<file path="src/common/port_sel_pkg.sv">
package port_sel_pkg;

    // candidate output ports per transaction
    localparam int num_ports = 4;

    // one occupancy bit per buffer slot
    localparam int mask_w = 15;

    // enough for 0..15 set bits
    localparam int cnt_w = 4;

    // binary port number
    localparam int idx_w = 2;

    typedef logic [mask_w-1:0] mask_t;

    typedef logic [cnt_w-1:0] cnt_t;

    typedef logic [idx_w-1:0] idx_t;

    typedef logic [num_ports-1:0] onehot_t;

    // port 0 sits in the low nibble
    typedef logic [num_ports-1:0][cnt_w-1:0] count_vec_t;

    // winner as one-hot, then index, then its count (10 bits)
    typedef struct packed {
        onehot_t onehot;
        idx_t    index;
        cnt_t    count;
    } result_t;

endpackage

</file>
<file path="src/popcount/carry_sum_gen.sv">
module carry_sum_gen (
    input  logic [6:0] in,
    output logic [2:0] abc,
    output logic       s
);

    // low group of four, high group of three
    logic [3:0] grp_lo;
    logic [2:0] grp_hi;

    // per-group ones count
    logic [2:0] j1;
    logic [1:0] j2;

    logic a;
    logic b;
    logic c;

    assign {grp_hi, grp_lo} = in;

    assign j1 = {2'b00, grp_lo[0]} + {2'b00, grp_lo[1]}
              + {2'b00, grp_lo[2]} + {2'b00, grp_lo[3]};
    assign j2 = {1'b0, grp_hi[0]} + {1'b0, grp_hi[1]} + {1'b0, grp_hi[2]};

    // parity of the whole input
    assign s = j1[0] ^ j2[0];

    // low group holds at least one pair
    assign a = (j1 > 3'd1);

    // high group holds at least one pair
    assign b = (j2 > 2'd1);

    // second pair of a full low group, or the pair formed by two odd leftovers
    assign c = (j1 == 3'd4) | (j1[0] & j2[0]);

    assign abc = {a, b, c};

    // every abc bit stands for two ones, s for the leftover one
    cs_weight_chk: assert final (
        $isunknown(in) ||
        $countones(in) == int'(s) + 2 * (int'(abc[2]) + int'(abc[1]) + int'(abc[0]))
    ) else $error("carry_sum_gen weight mismatch in=%b abc=%b s=%b", in, abc, s);

endmodule

</file>
<file path="src/popcount/popcount_15.sv">
module popcount_15 (
    input  port_sel_pkg::mask_t in,
    output port_sel_pkg::cnt_t  count
);

    // weight-two bits of the two first-level cells
    logic [2:0] abc_lo;
    logic [2:0] abc_hi;

    // weight-two bits of the (7,3) stage
    logic [2:0] abc_top;

    // first-level parities
    logic s_lo;
    logic s_hi;

    // carry out of the weight-one sum
    logic carry_0;

    // bits 0..6
    carry_sum_gen cs_lo_i (
        .in  (in[6:0]),
        .abc (abc_lo),
        .s   (s_lo)
    );

    // bits 7..13
    carry_sum_gen cs_hi_i (
        .in  (in[13:7]),
        .abc (abc_hi),
        .s   (s_hi)
    );

    // bit 14 joins the two parities
    // low count bit plus one more weight-two bit
    assign {carry_0, count[0]} = {1'b0, in[14]} + {1'b0, s_lo} + {1'b0, s_hi};

    // (7,3) stage over the seven weight-two bits
    carry_sum_gen cs_top_i (
        .in  ({abc_lo, abc_hi, carry_0}),
        .abc (abc_top),
        .s   (count[1])
    );

    // at most three weight-four bits, fits in two
    assign count[3:2] = {1'b0, abc_top[0]} + {1'b0, abc_top[1]} + {1'b0, abc_top[2]};

endmodule

</file>
<file path="src/design/pipe_reg.sv">
module pipe_reg #(
    parameter type payload_t = logic
) (
    input  logic     clk,
    input  logic     rst_n,

    input  logic     in_valid,
    output logic     in_ready,
    input  payload_t in_data,

    output logic     out_valid,
    input  logic     out_ready,
    output payload_t out_data
);

    logic     valid_q;
    payload_t data_q;

    // room when empty or draining this cycle
    assign in_ready = !valid_q || out_ready;

    // occupancy flag
    always_ff @(posedge clk or negedge rst_n) begin
        if (!rst_n) begin
            valid_q <= 1'b0;
        end else if (in_ready) begin
            valid_q <= in_valid;
        end
    end

    // payload only loads on a real transfer
    always_ff @(posedge clk) begin
        if (in_valid && in_ready) begin
            data_q <= in_data;
        end
    end

    assign out_valid = valid_q;
    assign out_data  = data_q;

    // a stalled stage keeps its word
    hold_on_stall: assert property (
        @(posedge clk) disable iff (!rst_n)
        out_valid && !out_ready |=> out_valid && $stable(out_data)
    ) else $error("pipe_reg lost or changed data while stalled");

endmodule

</file>
<file path="src/design/min_select.sv">
module min_select (
    input  port_sel_pkg::count_vec_t counts,
    output port_sel_pkg::result_t    result
);

    // comp[i][j] says port i beats the j-th other port
    logic [port_sel_pkg::num_ports-2:0] comp [port_sel_pkg::num_ports];

    port_sel_pkg::onehot_t winner;

    // index and count of each port, zeroed unless it wins
    logic [port_sel_pkg::idx_w+port_sel_pkg::cnt_w-1:0] entry [port_sel_pkg::num_ports];

    // masked-OR of all entries
    logic [port_sel_pkg::idx_w+port_sel_pkg::cnt_w-1:0] picked;

    for (genvar i = 0; i < port_sel_pkg::num_ports; i++) begin : g_row
        for (genvar j = 0; j < port_sel_pkg::num_ports - 1; j++) begin : g_col
            if (i > j) begin : g_lower
                // reuse the mirrored compare, strict so the lower port keeps ties
                assign comp[i][j] = ~comp[j][i-1];
            end else begin : g_upper
                // against port j+1, ties go to i
                assign comp[i][j] = (counts[i] <= counts[j+1]);
            end
        end

        assign winner[i] = &comp[i];

        // index constant next to its count
        assign entry[i] = {port_sel_pkg::idx_t'(i), counts[i]}
                        & {(port_sel_pkg::idx_w + port_sel_pkg::cnt_w){winner[i]}};
    end

    // one-hot mux, exactly one entry survives
    always_comb begin
        picked = '0;
        for (int k = 0; k < port_sel_pkg::num_ports; k++) begin
            picked = picked | entry[k];
        end
    end

    assign result.onehot = winner;
    assign result.index  = picked[port_sel_pkg::idx_w+port_sel_pkg::cnt_w-1:port_sel_pkg::cnt_w];
    assign result.count  = picked[port_sel_pkg::cnt_w-1:0];

    // counts stay unknown until the first stage has loaded once
    winner_onehot: assert final ($isunknown(counts) || $onehot(winner))
        else $error("min_select winner not one-hot: %b", winner);

endmodule

</file>
<file path="src/design/least_loaded_select.sv">
module least_loaded_select (
    input  logic                  clk,
    input  logic                  rst_n,

    input  logic                  in_valid,
    output logic                  in_ready,
    input  port_sel_pkg::mask_t   in_mask_0,
    input  port_sel_pkg::mask_t   in_mask_1,
    input  port_sel_pkg::mask_t   in_mask_2,
    input  port_sel_pkg::mask_t   in_mask_3,

    output logic                  out_valid,
    input  logic                  out_ready,
    output port_sel_pkg::onehot_t out_onehot,
    output port_sel_pkg::idx_t    out_index,
    output port_sel_pkg::cnt_t    out_count
);

    port_sel_pkg::mask_t masks [port_sel_pkg::num_ports];

    // popcounts straight from the input masks
    port_sel_pkg::count_vec_t counts_d;

    // first stage output
    port_sel_pkg::count_vec_t counts_q;
    logic                     mid_valid;
    logic                     mid_ready;

    // selector result before and after the second stage
    port_sel_pkg::result_t    result_d;
    port_sel_pkg::result_t    result_q;

    assign masks[0] = in_mask_0;
    assign masks[1] = in_mask_1;
    assign masks[2] = in_mask_2;
    assign masks[3] = in_mask_3;

    // one (15,4) counter per candidate port
    for (genvar p = 0; p < port_sel_pkg::num_ports; p++) begin : g_count
        popcount_15 popcount_i (
            .in    (masks[p]),
            .count (counts_d[p])
        );
    end

    // stage 1 holds the counts
    pipe_reg #(
        .payload_t (port_sel_pkg::count_vec_t)
    ) count_stage_i (
        .clk       (clk),
        .rst_n     (rst_n),
        .in_valid  (in_valid),
        .in_ready  (in_ready),
        .in_data   (counts_d),
        .out_valid (mid_valid),
        .out_ready (mid_ready),
        .out_data  (counts_q)
    );

    // least loaded port, lowest index on ties
    min_select min_select_i (
        .counts (counts_q),
        .result (result_d)
    );

    // stage 2 holds the winner
    pipe_reg #(
        .payload_t (port_sel_pkg::result_t)
    ) result_stage_i (
        .clk       (clk),
        .rst_n     (rst_n),
        .in_valid  (mid_valid),
        .in_ready  (mid_ready),
        .in_data   (result_d),
        .out_valid (out_valid),
        .out_ready (out_ready),
        .out_data  (result_q)
    );

    assign out_onehot = result_q.onehot;
    assign out_index  = result_q.index;
    assign out_count  = result_q.count;

endmodule

</file>
<file path="config.mk">
export PLATFORM = sky130hd
export DESIGN_NAME = least_loaded_select
export DESIGN_NICKNAME = d
export VERILOG_FILES = /design/src/common/port_sel_pkg.sv /design/src/popcount/carry_sum_gen.sv /design/src/popcount/popcount_15.sv /design/src/design/pipe_reg.sv /design/src/design/min_select.sv /design/src/design/least_loaded_select.sv
export SDC_FILE = /design/constraint.sdc
export NUM_CORES = 1
export LEC_CHECK = 0
export ABC_AREA = 1
export BUFFER_PORTS_ARGS = -buffer_cell sky130_fd_sc_hd__buf_2
export CAP_MARGIN = 20
export CORE_UTILIZATION = 57
export DETAILED_ROUTE_END_ITERATION = 7
export GPL_TIMING_DRIVEN = 0
export PLACE_DENSITY = 0.82
export SLEW_MARGIN = 10
export SYNTH_ARGS = -nofsm -noshare
export SYNTH_HDL_FRONTEND = slang
export SYNTH_SLANG_ARGS = --single-unit
</file>
<file path="constraint.sdc">
create_clock -name clk -period 1.9 [get_ports clk]
set_input_delay 0.095 -clock clk [delete_from_list [all_inputs] [get_ports clk]]
set_output_delay 0.095 -clock clk [all_outputs]
set_load 0.005 [all_outputs]
</file>
==> metrics.md, run 1 <==
| Metric | Value |
|---|---|
| Hold Path Cell Cnt | `3` |
| Clk Latency, worst-skew pair | `0.28 ns` |
| Crit path DAT | `3.32 ns` |
| Crit path launch type | `input port` |
| Max-slew violation count | `0` |
| Peak supply drop | `1.07 mV` |
| Sw Share | `47.2%` |
| Most common cell in the netlist | `inv_1` |
| Via density | `5.03` |
| H-Tree Depth | `1` |
| Syn_nets | `621` |
| GPL Wtd Cong | `0.869` |
| Worst-Margin Slew | `0.855 ns` |
| Crit path max fanout | `2` |
| Final Non-Filler Cells | `629` |
| TritonCTS Buffers | `3` |
| Ys Warns | `0` |
| Routed Antenna Nets | `0` |
| Post-synthesis sequential area ratio | `22.2%` |
| Drt first pass iters | `5` |
| Synth top area cells | `ha_1 (25%), edfxtp_1 (21%), inv_1 (18%)` |
| Worst Setup Slack, final | `-1.38 ns` |
| Layout Nets | `725` |
| Placed cells | `601` |
| IO Pins | `76` |
| Ys async rst share | `7.14%` |
| Sequential Power Share | `21.2%` |
| Hold Path Sink | `count_stage_i.out_valid` |
| Vias post-DR | `3166` |
| GRT Resource Usage Total | `24.1%` |
| TNS Setup | `-12.87 ns` |
| Max-Cap Viols | `0` |
| Area growth, synth to finish | `34.4%` |
| Share of cells above drive strength 1 | `38.6%` |
| Initial Utilization | `59.0%` |
| Hold_sp | `in_valid` |
| Die height | `83.1 um` |
| Site Rows | `29` |
| Unique masters post-synth | `19` |
| Hold Crit Class | `input port to flip-flop` |
| Final Power | `6520 uW` |
| R2R Path Start | `count_stage_i.out_data[5]` |
| Setup crit end kind | `flip-flop` |
| Power Internal | `3440 uW` |
| CTS tree | `done` |
| Seq cells post-synth | `28` |
| Req. time, crit path | `1.95 ns` |
| Post-synth EDFFs | `26` |
| Initial antenna violation count | `0` |
| Grt total ovfl | `0` |
| Clk_skew | `0.00819 ns` |
| Core Area | `6350 sq um` |
| P per Cell Area | `1290 nW/um^2` |
| Mapped Cells | `449` |
| Worst r2r path cells | `11` |
| CTS clk-pin slew, worst paths | `0.09 ns` |
| # setup viols final | `13` |
| Syn Area/Cell | `8.35 sq um` |
| Top FF cell, synth | `edfxtp_1` |
| Maximum clock insertion buffer count | `2` |
| Combinational power share | `71.5%` |
| Clock power frac | `7.3%` |
| Final HPWL DP | `5.67 mm` |
| Top cells by instance count after synthesis | `inv_1 (176), ha_1 (76), nand2_1 (60)` |
| Max Clk Rate | `305 MHz` |
| WL/cell | `13.0 um` |
| Switching power total | `3070 uW` |
| Yosys top cell area share | `25.4%` |
| Hold Violations, Final | `0` |
| ANT cells | `0` |
| Leakage | `0.00279 uW` |
| First-pass GRT wire length | `13.6 mm` |
| DRC | `0` |
| R2r endpoint | `result_stage_i.out_data[3]` |
| Status | `finished, violations left` |
| Number of global-route vias before repair | `3363` |
| Mapped Area | `3750 sq um` |
| Die ar. | `6900 sq um` |
| DRT iter0 DRCs | `204` |
| Area leader, netlist | `ha_1` |
| Worst slew margin | `43.0%` |
| Failing checks | `negative setup slack` |
| RSZ-0062 raised after global routing | `yes` |
| CP Class | `input port to flip-flop` |
| Port Buffers | `75` |
| Die Wd | `83.1 um` |
| Routed Wire Length | `8.18 mm` |
| Clk sink count | `28` |
| Post-layout min period | `3.28 ns` |
| Largest net degree at the start of global routing | `17` |
| R2r setup slk | `-0.01 ns` |
| Final Cycle Share | `172%` |
| Clock Root Buffer | `clkbuf_8` |
## per-layer routing
metal  vias to the layer above  routed length [um]  part of all wire [%]  global-route usage (%)
met5                         -                   0                     0                       0
met4                         0                 225                   2.8                    8.31
met3                        30                 391                   4.8                    2.68
met2                       118                4540                    55                    48.6
met1                      1495                3020                    37                    25.5
li1                       1523                   -                     -                       -
## placed cells by master, fill, tap and decap left out
cell,n
a21oi_2,1
inv_1,131
o31ai_1,8
o21bai_1,1
buf_6,15
ha_1,45
ha_4,31
fa_1,21
nand2_2,5
nand3_4,2
buf_8,1
bufinv_16,1
fa_2,11
clkbuf_8,3
a31o_2,3
buf_2,59
nor2_4,3
edfxtp_1,26
a21oi_4,1
a21o_1,6
nand2_4,1
inv_2,50
dlygate4sd3_1,1
nor2_1,16
nand2_1,59
buf_4,23
a21oi_1,8
nor2_2,3
nand3_1,15
dfrtp_1,2
## area by class of cell
class	count	area [sq um]
timing repair buffer	99	662
clock inverter	1	30.0
fill	366	1310
clock buffer	3	41.3
sequential	28	831
inverter	181	679
tap	77	96.3
multi-input combinational	240	2700
## timing repair
action | CTS | global route
setup buffers | 12 | 11
setup endpoints to repair | 16 | 18
resized for setup | 58 | 16
hold buffers | 1 | 0
endpoints found under the hold margin | 2 | 0
cloned | 0 | 0
pin swaps | 44 | 28
## metrics by stage
| step | utilization [%] | cell area, sq um | worst slack [ns] | hold WS (ns) |
|---|---|---|---|---|
| after floorplan | - | 3910 | -1.47 | -0.201 |
| after detailed placement | 68.9 | 4380 | -1.76 | -0.116 |
| after global routing | 79.3 | 5040 | -1.46 | 0.0491 |
| after CTS | 76.7 | 4870 | -1.38 | 0.0352 |
| after global placement | 68.9 | 4380 | -1.68 | -0.118 |
| final | 79.3 | 5040 | -1.38 | 0.0360 |
## power groups by stage
stage	clock network [uW]	registers, uW	logic [uW]
after detailed placement	0	1370	3600
after global routing	497	1400	5220
after floorplan	0	1310	2750
final	476	1380	4660
after CTS	483	1350	4070
after global placement	0	1350	3340
## critical path, cell delays in order
cell    delay [ns]
buf_6         0.09
ha_4          0.25
inv_2         0.03
fa_1          0.52
inv_2         0.06
ha_4          0.26
inv_2         0.03
fa_2          0.34
inv_2         0.07
ha_4          0.12
inv_2         0.03
fa_2          0.34
inv_2         0.07
ha_4          0.19
nor2_2        0.10
a21o_1        0.14
inv_2         0.04
fa_1          0.48
inv_1         0.04
## flip-flops by register name, summed over array words and instances, names as in the netlist
| register | count |
|---|---|
| result_stage_i.out_valid | 1 |
| count_stage_i.out_valid | 1 |
| count_stage_i.out_data | 16 |
| result_stage_i.out_data | 10 |
## worst max-delay path by stage
stage	cells past startpoint	slack, ns	endpoint	from
after floorplan	17	-1.47	count_stage_i.out_data[14]	in_mask_3[8]
after global placement	19	-1.68	count_stage_i.out_data[14]	in_mask_3[8]
after detailed placement	18	-1.76	count_stage_i.out_data[2]	in_mask_0[1]
after CTS	19	-1.38	count_stage_i.out_data[14]	in_mask_3[7]
after global routing	19	-1.46	count_stage_i.out_data[14]	in_mask_3[0]
final	19	-1.38	count_stage_i.out_data[14]	in_mask_3[0]
## cell families (layout without fill, tap and decap cells)
logic type / count (synthesis) / count (layout) / synth area share [%]
AOI/OAI and AO/OA: 28 / 28 / 5.14
and+or+nand+nor: 104 / 104 / 12.1
adders and majority gates: 108 / 108 / 42.5
buffers and inverters: 181 / 284 / 18.1
DFF: 28 / 28 / 22.2
Power figures use the tool's default switching activity.
==> run 2, diff against run 1 <==
Clock period 1.9 ns to 3.3 ns, I/O delays scaled along.
==> run 2 against run 1 <==
  * The run still ends with negative setup slack left
  * Combinational power fell by 46%
  * Setup slack improved by 1.2 ns
  * Power fell by 45%
  * Largest cell class unchanged
  * Sequential power fell by 43%
  * Design area fell by 2.8%
  * Non-clock buffer count fell by 1
  * Die area did not move
  * Critical endpoint unchanged
  * Cell count fell by 0.16%
  * Via count fell by 2.3%
  * Count of clock-buffer cells in the layout did not move
  * Critical path depth did not move
==> metrics.md, run 2 (synthesis results as in run 1) <==
| Metric | Value |
|---|---|
| Largest net degree at the start of global routing | `17` |
| R2R Path Start | `count_stage_i.out_data[13]` |
| Status | `finished, violations left` |
| Port Buffers | `75` |
| Die height | `83.1 um` |
| Site Rows | `29` |
| Worst r2r path cells | `12` |
| Clk sink count | `28` |
| Crit path DAT | `3.51 ns` |
| P per Cell Area | `727 nW/um^2` |
| Setup crit start | `in_mask_3[0]` |
| Clk Latency, worst-skew pair | `0.28 ns` |
| Failing checks | `negative setup slack` |
| Routed Wire Length | `8.15 mm` |
| Max-Cap Viols | `0` |
| Final Cycle Share | `105%` |
| Number of global-route vias before repair | `3206` |
| ANT cells | `0` |
| WL/cell | `13.0 um` |
| Hold Violations, Final | `0` |
| Vias post-DR | `3093` |
| Routed Antenna Nets | `0` |
| Req. time, crit path | `3.35 ns` |
| Max-slew violation count | `0` |
| Initial Utilization | `59.0%` |
| DRC | `0` |
| DRT iter0 DRCs | `183` |
| Final HPWL DP | `5.60 mm` |
| Crit path max fanout | `2` |
| Max Clk Rate | `290 MHz` |
| Layout Nets | `724` |
| Placed cells | `601` |
| Post-layout min period | `3.45 ns` |
| R2r setup slk | `1.48 ns` |
| Drt first pass iters | `4` |
| Setup crit end kind | `flip-flop` |
| IO Pins | `76` |
| Hold Path Cell Cnt | `3` |
| Hold Crit Class | `input port to flip-flop` |
| Share of cells above drive strength 1 | `36.8%` |
| Worst-Margin Slew | `0.849 ns` |
| DP Worst Slack | `-0.378 ns` |
| Clock Root Buffer | `clkbuf_8` |
| Leakage | `0.00277 uW` |
| Peak supply drop | `0.576 mV` |
| Fillers | `375` |
| Initial antenna violation count | `0` |
| Via density | `4.93` |
| # setup viols final | `1` |
| Worst Setup Slack, final | `-0.153 ns` |
| RSZ-0062 raised after global routing | `yes` |
| Crit path capture | `count_stage_i.out_data[14]` |
| Commonest non-fill, non-tap cell in the layout | `inv_1` |
| Die Wd | `83.1 um` |
| Core Area | `6350 sq um` |
| Grt total ovfl | `0` |
| H-Tree Depth | `1` |
| GPL Wtd Cong | `0.814` |
| First-pass GRT wire length | `13.2 mm` |
| TritonCTS Buffers | `3` |
| Final Non-Filler Cells | `628` |
| GRT Resource Usage Total | `23.6%` |
| Area growth, synth to finish | `30.6%` |
| Crit path launch type | `input port` |
| Maximum clock insertion buffer count | `2` |
| Most frequent cells in the layout | `inv_1 (135), buf_2 (65), nand2_1 (60)` |
| Largest register FFs | `16` |
| Worst slew margin | `43.4%` |
| CTS clk-pin slew, worst paths | `0.10 ns` |
| Clk_skew | `0.00290 ns` |
| CP Class | `input port to flip-flop` |
| Final core occ | `77.1%` |
| Die ar. | `6900 sq um` |
| CTS tree | `done` |
| R2r endpoint | `result_stage_i.out_data[1]` |
run 2: stage by stage:
step | cell area, sq um | TNS [ns] | power [uW] | hold slack [ns]
2_1_floorplan | 3880 | -0.362 | 2330 | -0.131
3_3_place_gp | 4350 | -1.71 | 2700 | -0.0476
3_5_place_dp | 4350 | -2.17 | 2850 | -0.0459
4_1_cts | 4780 | -0.0337 | 3350 | 0.101
5_1_grt | 4900 | -0.313 | 3920 | 0.110
6_report | 4900 | -0.153 | 3560 | 0.0995
run 2: how the worst min path moves through the flow:
| stage | from | endpoint |
|---|---|---|
| 6_report | in_valid | count_stage_i.out_valid |
| 5_1_grt | in_valid | count_stage_i.out_valid |
| 4_1_cts | in_valid | count_stage_i.out_valid |
| 3_3_place_gp | rst_n | result_stage_i.out_valid |
| 2_1_floorplan | rst_n | count_stage_i.out_valid |
| 3_5_place_dp | rst_n | result_stage_i.out_valid |
run 2: area by class of cell:
type                            count  area, sq um  area share, %
Tap cell                           77         96.3           1.97
Clock inverter                      1         30.0          0.613
Sequential cell                    28          831           17.0
Multi-Input combinational cell    240         2600           53.2
Timing Repair Buffer               98          613           12.5
Inverter                          181          682           13.9
Clock buffer                        3         41.3          0.843
run 2: critical path, cell delays in order:
cell and delay, ns:
buf_6 0.10, ha_4 0.26, inv_2 0.04, fa_2 0.56, inv_2 0.06, ha_4 0.25
inv_2 0.03, fa_2 0.37, inv_2 0.10, ha_4 0.13, inv_2 0.03, fa_2 0.35
inv_2 0.08, ha_4 0.19, nor2_2 0.07, a21o_1 0.13, inv_2 0.04, fa_1 0.48
inv_1 0.04
run 2: where the power goes:
part / internal (uW) / switching (uW) / leakage, uW
registers: 667 / 115 / 0.000276
clock network: 163 / 111 / 0.0000357
logic: 1060 / 1440 / 0.00246
run 2: metal layers:
metal  vias up  share of wire (%)  track usage, %
met5         -                  0               0
met4         0                3.9            8.15
met3        34                4.3            2.58
met2       102                 55            47.2
met1      1437                 37            25.1
li1       1520                  -               -
run 2: repair_timing:
action / CTS / global route
pin swaps: 39 / 29
endpoints found under the hold margin: 2 / 0
hold buffers: 1 / 0
resized for setup: 42 / 18
setup buffers: 17 / 5
endpoints found under the setup margin: 4 / 5
gates cloned: 0 / 0
==> run 3, diff against run 2 <==
Settings changed: RECOVER_POWER from default to 100.
==> run 3 against run 2 <==
  * The flow still finishes with violations (negative setup slack)
  * Setup slack worse by 0.00098 ns
  * Clock skew up 0.0016 ns
  * Count of clock-buffer cells in the layout unchanged
  * Via count about the same
  * Sequential power about the same
==> metrics.md, run 3 (synthesis results as in run 1) <==
| Metric | Value |
|---|---|
| Number of global-route vias before repair | `3206` |
| Hold Path Cell Cnt | `3` |
| Vias post-DR | `3096` |
| Core Area | `6350 sq um` |
| CTS clk-pin slew, worst paths | `0.10 ns` |
| Max-slew violation count | `0` |
| CP Class | `input port to flip-flop` |
| Share of cells above drive strength 1 | `34.3%` |
| P per Cell Area | `717 nW/um^2` |
| Initial antenna violation count | `0` |
| Peak supply drop | `0.559 mV` |
| Final Power | `3490 uW` |
| Setup crit end kind | `flip-flop` |
| GPL Wtd Cong | `0.814` |
| Crit path max fanout | `2` |
| R2r setup slk | `1.37 ns` |
| RSZ-0062 raised after global routing | `yes` |
| Fillers | `383` |
| Hold Path Sink | `count_stage_i.out_valid` |
| Hold Crit Class | `input port to flip-flop` |
| Worst r2r path cells | `11` |
| Routed Antenna Nets | `0` |
| Hold_sp | `in_valid` |
| Clk sink count | `28` |
| R2R Path Start | `count_stage_i.out_data[11]` |
| ANT cells | `0` |
| Max-Cap Viols | `0` |
| # setup viols final | `3` |
| Hold Violations, Final | `0` |
| Initial Utilization | `59.0%` |
| Site Rows | `29` |
| DRC | `0` |
| CTS tree | `done` |
| Most frequent cells in the layout | `inv_1 (142), buf_2 (63), nand2_1 (62)` |
| Commonest non-fill, non-tap cell in the layout | `inv_1` |
| Largest net degree at the start of global routing | `17` |
| Max Clk Rate | `290 MHz` |
| Die ar. | `6900 sq um` |
| Req. time, crit path | `3.35 ns` |
| Worst-Margin Slew | `0.851 ns` |
| Final instance area | `4870 sq um` |
| Clk_skew | `0.00449 ns` |
| Leakage | `0.00277 uW` |
| Routed Wire Length | `8.16 mm` |
| First-pass GRT wire length | `13.2 mm` |
| TNS Setup | `-0.220 ns` |
| Failing checks | `negative setup slack` |
| Die height | `83.1 um` |
| DRT iter0 DRCs | `128` |
| Area after DPL | `4350 sq um` |
| Maximum clock insertion buffer count | `2` |
| Grt total ovfl | `0` |
| WL/cell | `13.0 um` |
| Drt first pass iters | `4` |
| Via density | `4.93` |
| TritonCTS Buffers | `3` |
| Worst slew margin | `43.3%` |
| Setup crit start | `in_mask_3[0]` |
| Area growth, synth to finish | `29.9%` |
| Die Wd | `83.1 um` |
| Largest register FFs | `16` |
| Crit path DAT | `3.50 ns` |
| Final HPWL DP | `5.60 mm` |
| H-Tree Depth | `1` |
| Worst Setup Slack, final | `-0.154 ns` |
| Layout Nets | `724` |
| R2r endpoint | `result_stage_i.out_data[2]` |
| Post-layout min period | `3.45 ns` |
| Clk Latency, worst-skew pair | `0.28 ns` |
| Port Buffers | `75` |
| Crit path launch type | `input port` |
| Clock Root Buffer | `clkbuf_8` |
| Final Cycle Share | `105%` |
| GRT Resource Usage Total | `23.6%` |
| Status | `finished, violations left` |
| Final core occ | `76.7%` |
| IO Pins | `76` |
==> run 3: repair_timing <==
item,4_1_cts,5_1_grt
hold endpoints to repair,2,0
hold buffers,1,0
setup buffers,17,5
gates resized for setup,42,18
endpoints found under the setup margin,4,5
pin swaps,39,29
==> run 3: where the power goes <==
group | switching, uW | internal (uW)
combinational | 1400 | 1030
sequential | 116 | 667
clock | 108 | 163
total | 1630 | 1860
==> run 3: layer usage <==
layer	GRT usage [%]	routed length [um]	vias to the layer above	share of wire, %
li1	-	-	1520	-
met1	25.1	2980	1440	36
met2	47.2	4490	102	55
met3	2.58	351	34	4.3
met4	8.15	336	0	4.1
met5	0	0	-	0
==> run 3: worst max-delay path by stage <==
stage,end,depth (start not counted)
after floorplan,count_stage_i.out_data[14],17
after global placement,count_stage_i.out_data[14],19
after detailed placement,count_stage_i.out_data[14],19
after CTS,count_stage_i.out_data[2],17
after global routing,count_stage_i.out_data[14],19
final,count_stage_i.out_data[14],19
==> run 3: per-stage QoR <==
stage               hold WS, ns  setup WS, ns  std cells
detailed placement      -0.0459        -0.378        601
finish                    0.101        -0.154        628
global placement        -0.0476        -0.355        601
floorplan                -0.131        -0.140        449
global route              0.110        -0.187        628
CTS                       0.101       -0.0198        623
==> run 3: layout make-up <==
class / count / area, sq um / area share [%]
multi-input cells: 240 / 2580 / 53.0
clock buffers: 3 / 41.3 / 0.848
repair buffers: 98 / 611 / 12.5
flip-flops and latches: 28 / 831 / 17.1
clock inverters: 1 / 30.0 / 0.616
well taps: 77 / 96.3 / 1.98
inverters: 181 / 682 / 14.0
==> run 3: worst max-delay path, cell delays in order <==
cell	delay [ns]
buf_6	0.10
ha_4	0.25
inv_2	0.04
fa_2	0.56
inv_2	0.06
ha_4	0.25
inv_2	0.03
fa_2	0.37
inv_2	0.10
ha_4	0.13
inv_2	0.03
fa_2	0.35
inv_2	0.08
ha_4	0.19
nor2_2	0.07
a21o_1	0.13
inv_2	0.04
fa_1	0.48
inv_1	0.04
